**config.mk**
```make
export PLATFORM = sky130hd
export DESIGN_NAME = decode_stage
export DESIGN_NICKNAME = d
export VERILOG_FILES = /design/src/source/decode_pkg.sv /design/src/source/decode_stage.sv /design/src/source/branch_resolve.sv /design/src/source/operand_unit.sv /design/src/source/reg_file.sv /design/src/source/inst_decoder.sv /design/src/source/stage_latch.sv
export SDC_FILE = /design/constraint.sdc
export NUM_CORES = 2
export LEC_CHECK = 0
export ABC_AREA = 1
export BUFFER_PORTS_ARGS = -buffer_cell sky130_fd_sc_hd__buf_2
export CORE_ASPECT_RATIO = 1.5
export CORE_MARGIN = 2
export CORE_UTILIZATION = 30
export CTS_BUF_LIST = sky130_fd_sc_hd__clkbuf_4
export DETAILED_ROUTE_END_ITERATION = 6
export PLACE_DENSITY_LB_ADDON = 0.1
export SYNTH_ARGS = -nofsm -noshare
export SYNTH_HDL_FRONTEND = slang
export SYNTH_SLANG_ARGS = --single-unit
```
**constraint.sdc**
```tcl
create_clock -name clk -period 10.3 [get_ports clk]
set_clock_uncertainty 0.2 [all_clocks]
set_input_delay 0.515 -clock clk [delete_from_list [all_inputs] [get_ports clk]]
set_output_delay 0.515 -clock clk [all_outputs]
set_load 0.01 [all_outputs]
```
**src/source/decode_pkg.sv**
```systemverilog
package decode_pkg;

    localparam int XLEN     = 32;
    localparam int REG_AW   = 5;
    localparam int NUM_REGS = 32;

    // one-hot alu operation, bit positions
    localparam int ALU_OP_W = 12;
    localparam int ALU_ADD  = 0;
    localparam int ALU_SUB  = 1;
    localparam int ALU_SLT  = 2;
    localparam int ALU_SLTU = 3;
    localparam int ALU_AND  = 4;
    localparam int ALU_NOR  = 5;
    localparam int ALU_OR   = 6;
    localparam int ALU_XOR  = 7;
    localparam int ALU_SLL  = 8;
    localparam int ALU_SRL  = 9;
    localparam int ALU_SRA  = 10;
    localparam int ALU_LUI  = 11;

    // primary opcodes
    localparam logic [5:0] OPC_SPECIAL = 6'h00;
    localparam logic [5:0] OPC_REGIMM  = 6'h01;
    localparam logic [5:0] OPC_J       = 6'h02;
    localparam logic [5:0] OPC_JAL     = 6'h03;
    localparam logic [5:0] OPC_BEQ     = 6'h04;
    localparam logic [5:0] OPC_BNE     = 6'h05;
    localparam logic [5:0] OPC_BLEZ    = 6'h06;
    localparam logic [5:0] OPC_BGTZ    = 6'h07;
    localparam logic [5:0] OPC_ADDI    = 6'h08;
    localparam logic [5:0] OPC_ADDIU   = 6'h09;
    localparam logic [5:0] OPC_SLTI    = 6'h0a;
    localparam logic [5:0] OPC_SLTIU   = 6'h0b;
    localparam logic [5:0] OPC_ANDI    = 6'h0c;
    localparam logic [5:0] OPC_ORI     = 6'h0d;
    localparam logic [5:0] OPC_XORI    = 6'h0e;
    localparam logic [5:0] OPC_LUI     = 6'h0f;
    localparam logic [5:0] OPC_LW      = 6'h23;
    localparam logic [5:0] OPC_SW      = 6'h2b;

    // special function codes
    localparam logic [5:0] FN_SLL  = 6'h00;
    localparam logic [5:0] FN_SRL  = 6'h02;
    localparam logic [5:0] FN_SRA  = 6'h03;
    localparam logic [5:0] FN_SLLV = 6'h04;
    localparam logic [5:0] FN_SRLV = 6'h06;
    localparam logic [5:0] FN_SRAV = 6'h07;
    localparam logic [5:0] FN_JR   = 6'h08;
    localparam logic [5:0] FN_JALR = 6'h09;
    localparam logic [5:0] FN_ADD  = 6'h20;
    localparam logic [5:0] FN_ADDU = 6'h21;
    localparam logic [5:0] FN_SUB  = 6'h22;
    localparam logic [5:0] FN_SUBU = 6'h23;
    localparam logic [5:0] FN_AND  = 6'h24;
    localparam logic [5:0] FN_OR   = 6'h25;
    localparam logic [5:0] FN_XOR  = 6'h26;
    localparam logic [5:0] FN_NOR  = 6'h27;
    localparam logic [5:0] FN_SLT  = 6'h2a;
    localparam logic [5:0] FN_SLTU = 6'h2b;

    // regimm rt field selects the compare
    localparam logic [4:0] RT_BLTZ = 5'h00;
    localparam logic [4:0] RT_BGEZ = 5'h01;

    localparam int BR_KIND_W = 4;
    localparam logic [BR_KIND_W-1:0] BR_NONE = 4'd0;
    localparam logic [BR_KIND_W-1:0] BR_BEQ  = 4'd1;
    localparam logic [BR_KIND_W-1:0] BR_BNE  = 4'd2;
    localparam logic [BR_KIND_W-1:0] BR_BGEZ = 4'd3;
    localparam logic [BR_KIND_W-1:0] BR_BGTZ = 4'd4;
    localparam logic [BR_KIND_W-1:0] BR_BLEZ = 4'd5;
    localparam logic [BR_KIND_W-1:0] BR_BLTZ = 4'd6;
    localparam logic [BR_KIND_W-1:0] BR_J    = 4'd7;  // j and jal
    localparam logic [BR_KIND_W-1:0] BR_JR   = 4'd8;  // jr and jalr

    typedef struct packed {
        logic [5:0]        op;
        logic [REG_AW-1:0] rs;
        logic [REG_AW-1:0] rt;
        logic [REG_AW-1:0] rd;
        logic [4:0]        sa;
        logic [5:0]        funct;
    } r_fmt_t;

    typedef struct packed {
        logic [5:0]        op;
        logic [REG_AW-1:0] rs;
        logic [REG_AW-1:0] rt;
        logic [15:0]       imm;
    } i_fmt_t;

    typedef struct packed {
        logic [5:0]  op;
        logic [25:0] jidx;
    } j_fmt_t;

    typedef union packed {
        r_fmt_t r;
        i_fmt_t i;
        j_fmt_t j;
    } mips_inst_u;

    typedef struct packed {
        mips_inst_u      inst;
        logic [XLEN-1:0] pc;
    } fetch_bus_t;

    typedef struct packed {
        logic [ALU_OP_W-1:0]  alu_op;
        logic                 src1_is_sa;
        logic                 src1_is_pc;
        logic                 src2_is_imm;
        logic                 src2_is_8;
        logic                 zero_extend_imm;
        logic                 load_op;
        logic                 mem_we;
        logic                 gr_we;
        logic [REG_AW-1:0]    dest;
        logic [15:0]          imm;
        logic [BR_KIND_W-1:0] br_kind;
    } decode_ctrl_t;

    typedef struct packed {
        logic              valid;
        logic              gr_we;
        logic [REG_AW-1:0] addr;
        logic [XLEN-1:0]   value;
    } fwd_src_t;

    typedef struct packed {
        logic              we;
        logic [REG_AW-1:0] addr;
        logic [XLEN-1:0]   data;
    } rf_write_t;

    typedef struct packed {
        logic            stall;
        logic            taken;
        logic [XLEN-1:0] target;
    } br_bus_t;

    typedef struct packed {
        decode_ctrl_t    ctrl;
        logic [XLEN-1:0] rs_value;
        logic [XLEN-1:0] rt_value;
        logic [XLEN-1:0] pc;
    } issue_bus_t;

endpackage
```
**src/source/decode_stage.sv**
```systemverilog
module decode_stage
    import decode_pkg::*;
(
    input  logic       clk,
    input  logic       reset,
    input  logic       fs_to_ds_valid,
    input  fetch_bus_t fs_to_ds_bus,
    output logic       ds_allowin,
    input  logic       es_allowin,
    input  fwd_src_t   es_fwd,
    input  fwd_src_t   ms_fwd,
    input  fwd_src_t   ws_fwd,
    input  logic       es_is_load,
    input  rf_write_t  ws_to_rf,
    output logic       ds_to_es_valid,
    output issue_bus_t ds_to_es_bus,
    output br_bus_t    br_bus
);

    logic            ds_valid;
    logic            ready_go;
    fetch_bus_t      ds_item;
    decode_ctrl_t    ctrl;
    logic [XLEN-1:0] rs_value;
    logic [XLEN-1:0] rt_value;

    stage_latch u_stage_latch (
        .clk            (clk),
        .reset          (reset),
        .fs_to_ds_valid (fs_to_ds_valid),
        .fs_to_ds_bus   (fs_to_ds_bus),
        .ready_go       (ready_go),
        .es_allowin     (es_allowin),
        .ds_valid       (ds_valid),
        .ds_allowin     (ds_allowin),
        .ds_to_es_valid (ds_to_es_valid),
        .ds_item        (ds_item)
    );

    inst_decoder u_inst_decoder (
        .inst (ds_item.inst),
        .ctrl (ctrl)
    );

    operand_unit u_operand_unit (
        .clk        (clk),
        .rs_addr    (ds_item.inst.r.rs),
        .rt_addr    (ds_item.inst.r.rt),
        .es_fwd     (es_fwd),
        .ms_fwd     (ms_fwd),
        .ws_fwd     (ws_fwd),
        .es_is_load (es_is_load),
        .ws_to_rf   (ws_to_rf),
        .rs_value   (rs_value),
        .rt_value   (rt_value),
        .ready_go   (ready_go)
    );

    branch_resolve u_branch_resolve (
        .ds_valid (ds_valid),
        .br_kind  (ctrl.br_kind),
        .imm      (ctrl.imm),
        .jidx     (ds_item.inst.j.jidx),
        .pc       (ds_item.pc),
        .rs_value (rs_value),
        .rt_value (rt_value),
        .ready_go (ready_go),
        .br       (br_bus)
    );

    assign ds_to_es_bus = {ctrl, rs_value, rt_value, ds_item.pc};  // 141 bits to execute

endmodule

```
**src/source/branch_resolve.sv**
```systemverilog
module branch_resolve
    import decode_pkg::*;
(
    input  logic                 ds_valid,
    input  logic [BR_KIND_W-1:0] br_kind,
    input  logic [15:0]          imm,
    input  logic [25:0]          jidx,
    input  logic [XLEN-1:0]      pc,
    input  logic [XLEN-1:0]      rs_value,
    input  logic [XLEN-1:0]      rt_value,
    input  logic                 ready_go,
    output br_bus_t              br
);

    logic [XLEN-1:0] slot_pc;  // delay slot, base of every target
    logic [XLEN-1:0] br_offset;
    logic            rs_eq_rt, rs_lt_zero, rs_gt_zero;
    logic            cond;

    assign slot_pc    = pc + 32'd4;
    assign br_offset  = {{14{imm[15]}}, imm, 2'b00};
    assign rs_eq_rt   = rs_value == rt_value;
    assign rs_lt_zero = rs_value[XLEN-1];
    assign rs_gt_zero = !rs_lt_zero && rs_value != '0;

    always_comb begin
        case (br_kind)
            BR_BEQ:       cond = rs_eq_rt;
            BR_BNE:       cond = !rs_eq_rt;
            BR_BGEZ:      cond = !rs_lt_zero;
            BR_BGTZ:      cond = rs_gt_zero;
            BR_BLEZ:      cond = !rs_gt_zero;
            BR_BLTZ:      cond = rs_lt_zero;
            BR_J, BR_JR:  cond = 1'b1;  // unconditional
            default:      cond = 1'b0;
        endcase
    end

    assign br.stall  = ready_go;
    assign br.taken  = cond && ds_valid;
    assign br.target = br_kind == BR_JR ? rs_value :
                       br_kind == BR_J  ? {slot_pc[31:28], jidx, 2'b00} :
                                          slot_pc + br_offset;

endmodule

```
**src/source/operand_unit.sv**
```systemverilog
module operand_unit
    import decode_pkg::*;
(
    input  logic              clk,
    input  logic [REG_AW-1:0] rs_addr,
    input  logic [REG_AW-1:0] rt_addr,
    input  fwd_src_t          es_fwd,
    input  fwd_src_t          ms_fwd,
    input  fwd_src_t          ws_fwd,
    input  logic              es_is_load,
    input  rf_write_t         ws_to_rf,
    output logic [XLEN-1:0]   rs_value,
    output logic [XLEN-1:0]   rt_value,
    output logic              ready_go
);

    logic [XLEN-1:0] rf_rdata1;
    logic [XLEN-1:0] rf_rdata2;
    logic            load_use;

    reg_file u_reg_file (
        .clk    (clk),
        .raddr1 (rs_addr),
        .raddr2 (rt_addr),
        .wr     (ws_to_rf),
        .rdata1 (rf_rdata1),
        .rdata2 (rf_rdata2)
    );

    function automatic logic hits(input fwd_src_t src, input logic [REG_AW-1:0] addr);
        return src.valid && src.gr_we && src.addr == addr;
    endfunction

    // youngest stage first, a load in execute has no value yet
    function automatic logic [XLEN-1:0] pick(input logic [REG_AW-1:0] addr,
                                             input logic [XLEN-1:0]   rf_data,
                                             input fwd_src_t          es,
                                             input fwd_src_t          ms,
                                             input fwd_src_t          ws,
                                             input logic              es_load);
        if (addr == '0)                     return '0;
        else if (hits(es, addr) && !es_load) return es.value;
        else if (hits(ms, addr))            return ms.value;
        else if (hits(ws, addr))            return ws.value;
        else                                return rf_data;
    endfunction

    assign rs_value = pick(rs_addr, rf_rdata1, es_fwd, ms_fwd, ws_fwd, es_is_load);
    assign rt_value = pick(rt_addr, rf_rdata2, es_fwd, ms_fwd, ws_fwd, es_is_load);

    assign load_use = es_fwd.valid && es_is_load && es_fwd.addr != '0
                   && (es_fwd.addr == rs_addr || es_fwd.addr == rt_addr);
    assign ready_go = !load_use;

endmodule

```
**src/source/reg_file.sv**
```systemverilog
module reg_file
    import decode_pkg::*;
(
    input  logic              clk,
    input  logic [REG_AW-1:0] raddr1,
    input  logic [REG_AW-1:0] raddr2,
    input  rf_write_t         wr,
    output logic [XLEN-1:0]   rdata1,
    output logic [XLEN-1:0]   rdata2
);

    logic [XLEN-1:0] regs [NUM_REGS];

    // r0 stays untouched, reads of it are masked by the operand unit
    always_ff @(posedge clk) begin
        if (wr.we && wr.addr != '0) begin
            regs[wr.addr] <= wr.data;
        end
    end

    // old contents until the write edge
    assign rdata1 = regs[raddr1];
    assign rdata2 = regs[raddr2];

endmodule

```
**src/source/inst_decoder.sv**
```systemverilog
module inst_decoder
    import decode_pkg::*;
(
    input  mips_inst_u   inst,
    output decode_ctrl_t ctrl
);

    logic is_special, is_regimm;
    logic sa_zero, rs_zero, rt_zero, rd_zero;

    logic inst_addu, inst_subu, inst_add, inst_sub, inst_slt, inst_sltu;
    logic inst_and, inst_or, inst_xor, inst_nor;
    logic inst_sll, inst_srl, inst_sra, inst_sllv, inst_srlv, inst_srav;
    logic inst_addiu, inst_addi, inst_slti, inst_sltiu;
    logic inst_andi, inst_ori, inst_xori, inst_lui;
    logic inst_lw, inst_sw;
    logic inst_beq, inst_bne, inst_bgez, inst_bgtz, inst_blez, inst_bltz;
    logic inst_j, inst_jal, inst_jr, inst_jalr;
    logic dst_is_r31, dst_is_rt;

    assign is_special = inst.r.op == OPC_SPECIAL;
    assign is_regimm  = inst.i.op == OPC_REGIMM;
    assign sa_zero    = inst.r.sa == 5'd0;
    assign rs_zero    = inst.r.rs == 5'd0;
    assign rt_zero    = inst.r.rt == 5'd0;
    assign rd_zero    = inst.r.rd == 5'd0;

    // register-register forms
    assign inst_addu = is_special && inst.r.funct == FN_ADDU && sa_zero;
    assign inst_subu = is_special && inst.r.funct == FN_SUBU && sa_zero;
    assign inst_add  = is_special && inst.r.funct == FN_ADD  && sa_zero;
    assign inst_sub  = is_special && inst.r.funct == FN_SUB  && sa_zero;
    assign inst_slt  = is_special && inst.r.funct == FN_SLT  && sa_zero;
    assign inst_sltu = is_special && inst.r.funct == FN_SLTU && sa_zero;
    assign inst_and  = is_special && inst.r.funct == FN_AND  && sa_zero;
    assign inst_or   = is_special && inst.r.funct == FN_OR   && sa_zero;
    assign inst_xor  = is_special && inst.r.funct == FN_XOR  && sa_zero;
    assign inst_nor  = is_special && inst.r.funct == FN_NOR  && sa_zero;
    assign inst_sll  = is_special && inst.r.funct == FN_SLL  && rs_zero;  // shamt form
    assign inst_srl  = is_special && inst.r.funct == FN_SRL  && rs_zero;
    assign inst_sra  = is_special && inst.r.funct == FN_SRA  && rs_zero;
    assign inst_sllv = is_special && inst.r.funct == FN_SLLV && sa_zero;
    assign inst_srlv = is_special && inst.r.funct == FN_SRLV && sa_zero;
    assign inst_srav = is_special && inst.r.funct == FN_SRAV && sa_zero;
    assign inst_jr   = is_special && inst.r.funct == FN_JR && rt_zero && rd_zero && sa_zero;
    assign inst_jalr = is_special && inst.r.funct == FN_JALR && rt_zero && sa_zero;

    // immediate forms
    assign inst_addiu = inst.i.op == OPC_ADDIU;
    assign inst_addi  = inst.i.op == OPC_ADDI;
    assign inst_slti  = inst.i.op == OPC_SLTI;
    assign inst_sltiu = inst.i.op == OPC_SLTIU;
    assign inst_andi  = inst.i.op == OPC_ANDI;
    assign inst_ori   = inst.i.op == OPC_ORI;
    assign inst_xori  = inst.i.op == OPC_XORI;
    assign inst_lui   = inst.i.op == OPC_LUI && inst.i.rs == 5'd0;
    assign inst_lw    = inst.i.op == OPC_LW;
    assign inst_sw    = inst.i.op == OPC_SW;

    // branches and jumps
    assign inst_beq  = inst.i.op == OPC_BEQ;
    assign inst_bne  = inst.i.op == OPC_BNE;
    assign inst_bgtz = inst.i.op == OPC_BGTZ && inst.i.rt == 5'd0;
    assign inst_blez = inst.i.op == OPC_BLEZ && inst.i.rt == 5'd0;
    assign inst_bgez = is_regimm && inst.i.rt == RT_BGEZ;
    assign inst_bltz = is_regimm && inst.i.rt == RT_BLTZ;
    assign inst_j    = inst.j.op == OPC_J;
    assign inst_jal  = inst.j.op == OPC_JAL;

    assign dst_is_r31 = inst_jal;
    assign dst_is_rt  = inst_addiu | inst_addi | inst_slti | inst_sltiu | inst_andi
                      | inst_ori | inst_xori | inst_lui | inst_lw;

    always_comb begin
        ctrl = '0;
        ctrl.alu_op[ALU_ADD]  = inst_addu | inst_add | inst_addiu | inst_addi | inst_lw
                              | inst_sw | inst_jal | inst_jalr;  // link computes pc + 8
        ctrl.alu_op[ALU_SUB]  = inst_subu | inst_sub;
        ctrl.alu_op[ALU_SLT]  = inst_slt | inst_slti;
        ctrl.alu_op[ALU_SLTU] = inst_sltu | inst_sltiu;
        ctrl.alu_op[ALU_AND]  = inst_and | inst_andi;
        ctrl.alu_op[ALU_NOR]  = inst_nor;
        ctrl.alu_op[ALU_OR]   = inst_or | inst_ori;
        ctrl.alu_op[ALU_XOR]  = inst_xor | inst_xori;
        ctrl.alu_op[ALU_SLL]  = inst_sll | inst_sllv;
        ctrl.alu_op[ALU_SRL]  = inst_srl | inst_srlv;
        ctrl.alu_op[ALU_SRA]  = inst_sra | inst_srav;
        ctrl.alu_op[ALU_LUI]  = inst_lui;

        ctrl.src1_is_sa      = inst_sll | inst_srl | inst_sra;
        ctrl.src1_is_pc      = inst_jal | inst_jalr;
        ctrl.src2_is_imm     = dst_is_rt | inst_sw;
        ctrl.src2_is_8       = inst_jal | inst_jalr;
        ctrl.zero_extend_imm = inst_andi | inst_ori | inst_xori;
        ctrl.load_op         = inst_lw;
        ctrl.mem_we          = inst_sw;
        // anything outside the subset leaves gr_we low
        ctrl.gr_we = |ctrl.alu_op[ALU_LUI:ALU_SUB] | inst_addu | inst_add | inst_addiu
                   | inst_addi | inst_lw | inst_jal | inst_jalr;
        ctrl.dest = dst_is_r31 ? 5'd31 :
                    dst_is_rt  ? inst.i.rt :
                                 inst.r.rd;
        ctrl.imm  = inst.i.imm;

        if (inst_beq)                ctrl.br_kind = BR_BEQ;
        else if (inst_bne)           ctrl.br_kind = BR_BNE;
        else if (inst_bgez)          ctrl.br_kind = BR_BGEZ;
        else if (inst_bgtz)          ctrl.br_kind = BR_BGTZ;
        else if (inst_blez)          ctrl.br_kind = BR_BLEZ;
        else if (inst_bltz)          ctrl.br_kind = BR_BLTZ;
        else if (inst_j | inst_jal)  ctrl.br_kind = BR_J;
        else if (inst_jr | inst_jalr) ctrl.br_kind = BR_JR;
        else                         ctrl.br_kind = BR_NONE;
    end

endmodule

```
**src/source/stage_latch.sv**
```systemverilog
module stage_latch
    import decode_pkg::*;
(
    input  logic       clk,
    input  logic       reset,
    input  logic       fs_to_ds_valid,
    input  fetch_bus_t fs_to_ds_bus,
    input  logic       ready_go,
    input  logic       es_allowin,
    output logic       ds_valid,
    output logic       ds_allowin,
    output logic       ds_to_es_valid,
    output fetch_bus_t ds_item
);

    // take a new item when empty or when the current one leaves this cycle
    assign ds_allowin     = !ds_valid || (ready_go && es_allowin);
    assign ds_to_es_valid = ds_valid && ready_go;

    always_ff @(posedge clk) begin
        if (reset) begin
            ds_valid <= 1'b0;
        end else if (ds_allowin) begin
            ds_valid <= fs_to_ds_valid;
        end
    end

    // payload only moves on an accepted transfer
    always_ff @(posedge clk) begin
        if (fs_to_ds_valid && ds_allowin) begin
            ds_item <= fs_to_ds_bus;
        end
    end

endmodule

```
==> results.toml <==
[detailed_routing]
vias = 59190
vias_per_cell = 5.353
routed_wirelength_um = 302700
dr.first_iter.drc_count = 5933
first_pass_iters = 6
drc = 0
wl_per_cell_um = 27.37
drtAntennaViolNets = 0

[run_status]
outcome = "complete, but fails checks"
violations = "max-slew violations"

[grt]
grt_max_degree = 212
antenna_found_initial = 54
grt_pass1_wl_um = 424000
grt_usage_pct = 27.98
grt_pass1_vias = 57220
gr-total-overflow = 0

[floorplanning]
ios = 401
initial_core_util_pct = 30.09
rows = 204
dieArea_um2 = 209500
core-area_um2 = 205200
die_x_um = 374.4
die_y_um = 559.6

[clocking]
cts_setup_buffers = 0
cts.root.buffer_cell = "clkbuf_4"
cts_inserted_buffers = 301
clock_latency_ps = 1200
htreeDepth = 5
cts_num_sinks = 1099
clockBufferDepth = 4
cts_tree = "built"
path_clk_slew_ps = 70

[yosys]
synth_compound_area_share_pct = 3.287
synth_edf_count = 1088
synthCells = 7665
synth_simple_gate_area_share_pct = 35.77
synth_top_family_by_area = "simple AND/OR/NAND/NOR gates"
synthDistinctLibCells = 60
synth-xor-area-share_pct = 0.6241
ys_seq_area_share_pct = 53.27
yosys.area_share.adder_pct = 0.6403
syn_area_um2 = 61750
synthMuxAreaShare_pct = 0
synthArstFlopShare_pct = 0
yosys_warnings = 0
syn_avg_cell_area_um2 = 8.056
ys.flop_type = "edfxtp_1"
synth_seq_cells = 1099

[worst_setup_path]
required_ps = 9590
start_kind = "flop"
critPathArrivalTime_ps = 7030
end_kind = "primary output"
cp_max_fo = 63
crit_type = "reg -> out"

[placed_design]
hpwl_um = 174900
port_buffers = 400
dp_cells = 10350
gp_congestion = 0.9900
dp_worst_setup_slack_ps = 3831
placed_area_um2 = 65730

[power]
vdd_drop_max_mv = 0.08414
p_leak_nw = 29.88
p_per_area_nw_per_um2 = 165.3

[final_layout]
final_cell_area_um2 = 71210
fill_cells = 21450
syn_to_final_growth_pct = 15.32
final_cell_mix = "3372 x nand2_1, 1612 x nand3_1, 1088 x edfxtp_1, 413 x clkbuf_4, 400 x buf_2"
drive_gt1_share_pct = 12.74
multiInputGateArea_um2 = 25270
final_common_cell = "nand2_1"
fin_nets = 8404
final-seq-area_um2 = 32930
layout.cells.non_filler = 11060

[timing]
fmax_mhz = 129.1
rsz0062_at_grt = "false"
relSlewSlack_pct = -16.38
setup_viol = 0
fin_ws_ps = 2554
timing.final.crit_period_ps = 7746
fin_tns_setup_ps = 0
tightest_slew_ps = 1746
holdWs_ps = 214.0
period_share_pct = 75.21
hold_viol = 0
slew_viol_final = 106

[run]
max-cap-violations = 0

[worst_hold_path]
hp-class = "in -> reg"
==> sequential cells by signal, summed over array words and instances, names as in the netlist, named ones only <==
signal / flops
u_stage_latch.ds_valid: 1
u_stage_latch.ds_item: 64
u_operand_unit.u_reg_file.regs: 1024
==> logic make-up (layout without fill, tap and decap cells) <==
logic type / Yosys count / in the layout
AOI/OAI and AO/OA: 366 / 366
xor gates and xnor gates: 44 / 44
adders and majority gates: 31 / 31
buffers and inverters: 846 / 1503
DFF: 1099 / 1099
other: 1 / 59
and+or+nand+nor: 5278 / 5278
==> what timing repair did <==
action	in CTS	in global routing
hold endpoints to repair	1257	0
hold buffers	176	0
gates resized for setup	0	0
==> cells in the mapped netlist (2+ instances only) <==
cell type  count  share of area (%)
o21a_1         3              0.036
edfxtp_1    1088                 53
nand4_1       18               0.18
inv_2         14              0.085
o21bai_1       4              0.049
buf_1         31               0.19
nor2_2         4              0.041
nand3b_1      10               0.12
o22ai_1        8              0.081
inv_1        280                1.7
dfxtp_1       11               0.36
a21oi_1      119               0.96
nand3_1     1613                 13
ha_1          30               0.61
o21ai_0      149                1.2
o32ai_1        2              0.028
nand2_2        8              0.081
o21ai_1       21               0.17
a31oi_1        2              0.020
nand2_1     3373                 21
nor2_1       195                1.2
a21boi_1       2              0.024
nor3_1        30               0.24
buf_2        256                2.1
or2_2          5              0.051
buf_6          7               0.13
a21o_1        16               0.19
a21oi_2        4              0.057
nor4_1         8              0.081
buf_4        104                1.3
nor3_2         2              0.032
nor4_2         2              0.041
xor2_1        32               0.45
o21ai_2        2              0.028
xnor2_1       12               0.17
a22oi_1        2              0.024
and3b_1        2              0.028
clkbuf_1     149               0.91
o211ai_1      26               0.32
==> metal layers <==
layer  vias up  track usage, %  wire length, um
met4        36           15.07            17390
li1      26750               -                -
met3       756           5.047            23540
met5         -               0              246
met2      3059           47.65           145900
met1     28590           33.36           115600
==> final cells by class <==
| cell class | instances | share of cell area (%) |
|---|---|---|
| multi-input cells | 5751 | 35.48 |
| flip-flops and latches | 1099 | 46.24 |
| repair buffers | 699 | 6.705 |
| clock inverters | 94 | 0.7626 |
| diodes | 27 | 0.09489 |
| clock buffers | 413 | 4.354 |
| well taps | 2678 | 4.706 |
| inverters | 297 | 1.650 |
==> per-stage QoR <==
stage	utilization, %	power (mW)
3_3_place_gp	32.03	7.770
4_1_cts	34.67	11.85
5_1_grt	34.68	12.30
3_5_place_dp	32.03	7.766
6_report	34.70	11.77
2_1_floorplan	-	6.643
==> report_power, final <==
part	switching, mW	leakage [nW]	internal [mW]
clock network	2.00	2.16	2.00
registers	0.100	9.97	5.00
logic	1.95	17.8	0.719
==> critical path: stages, from the launching register on <==
cell and delay, ps:
dfxtp_4 910, buf_4 610, buf_4 720, buf_4 750, nand2_1 110, nand3_1 120
nand3_1 90, nand2_1 90, nand2_1 50, nand3_1 110, nand3_1 180, nand2_1 210
nand2_1 80, nand2_1 60, nand2_1 160, inv_1 110, nand2_1 50, nand2_1 100
nand2_1 50, nor2_1 80, nand2_1 70, nor2_2 330, nand2_1 90, nand2_1 60
nand3_1 60, nor2_1 150, nor2_1 60, buf_2 170
==> final timing paths <==
| path | start | end | cells after the start | slack [ps] |
|---|---|---|---|---|
| max | flop | br_bus[32] | 27 | 2550 |
| min | ws_to_rf[30] | u_operand_unit.u_reg_file.regs[0][30] | 2 | 210 |
| max reg2reg | u_stage_latch.ds_item[49] | u_stage_latch.ds_item[17] | 12 | 5850 |
| min reg2reg | u_stage_latch.ds_item[57] | flop | 2 | 610 |
(Power assumes the default switching activity.)
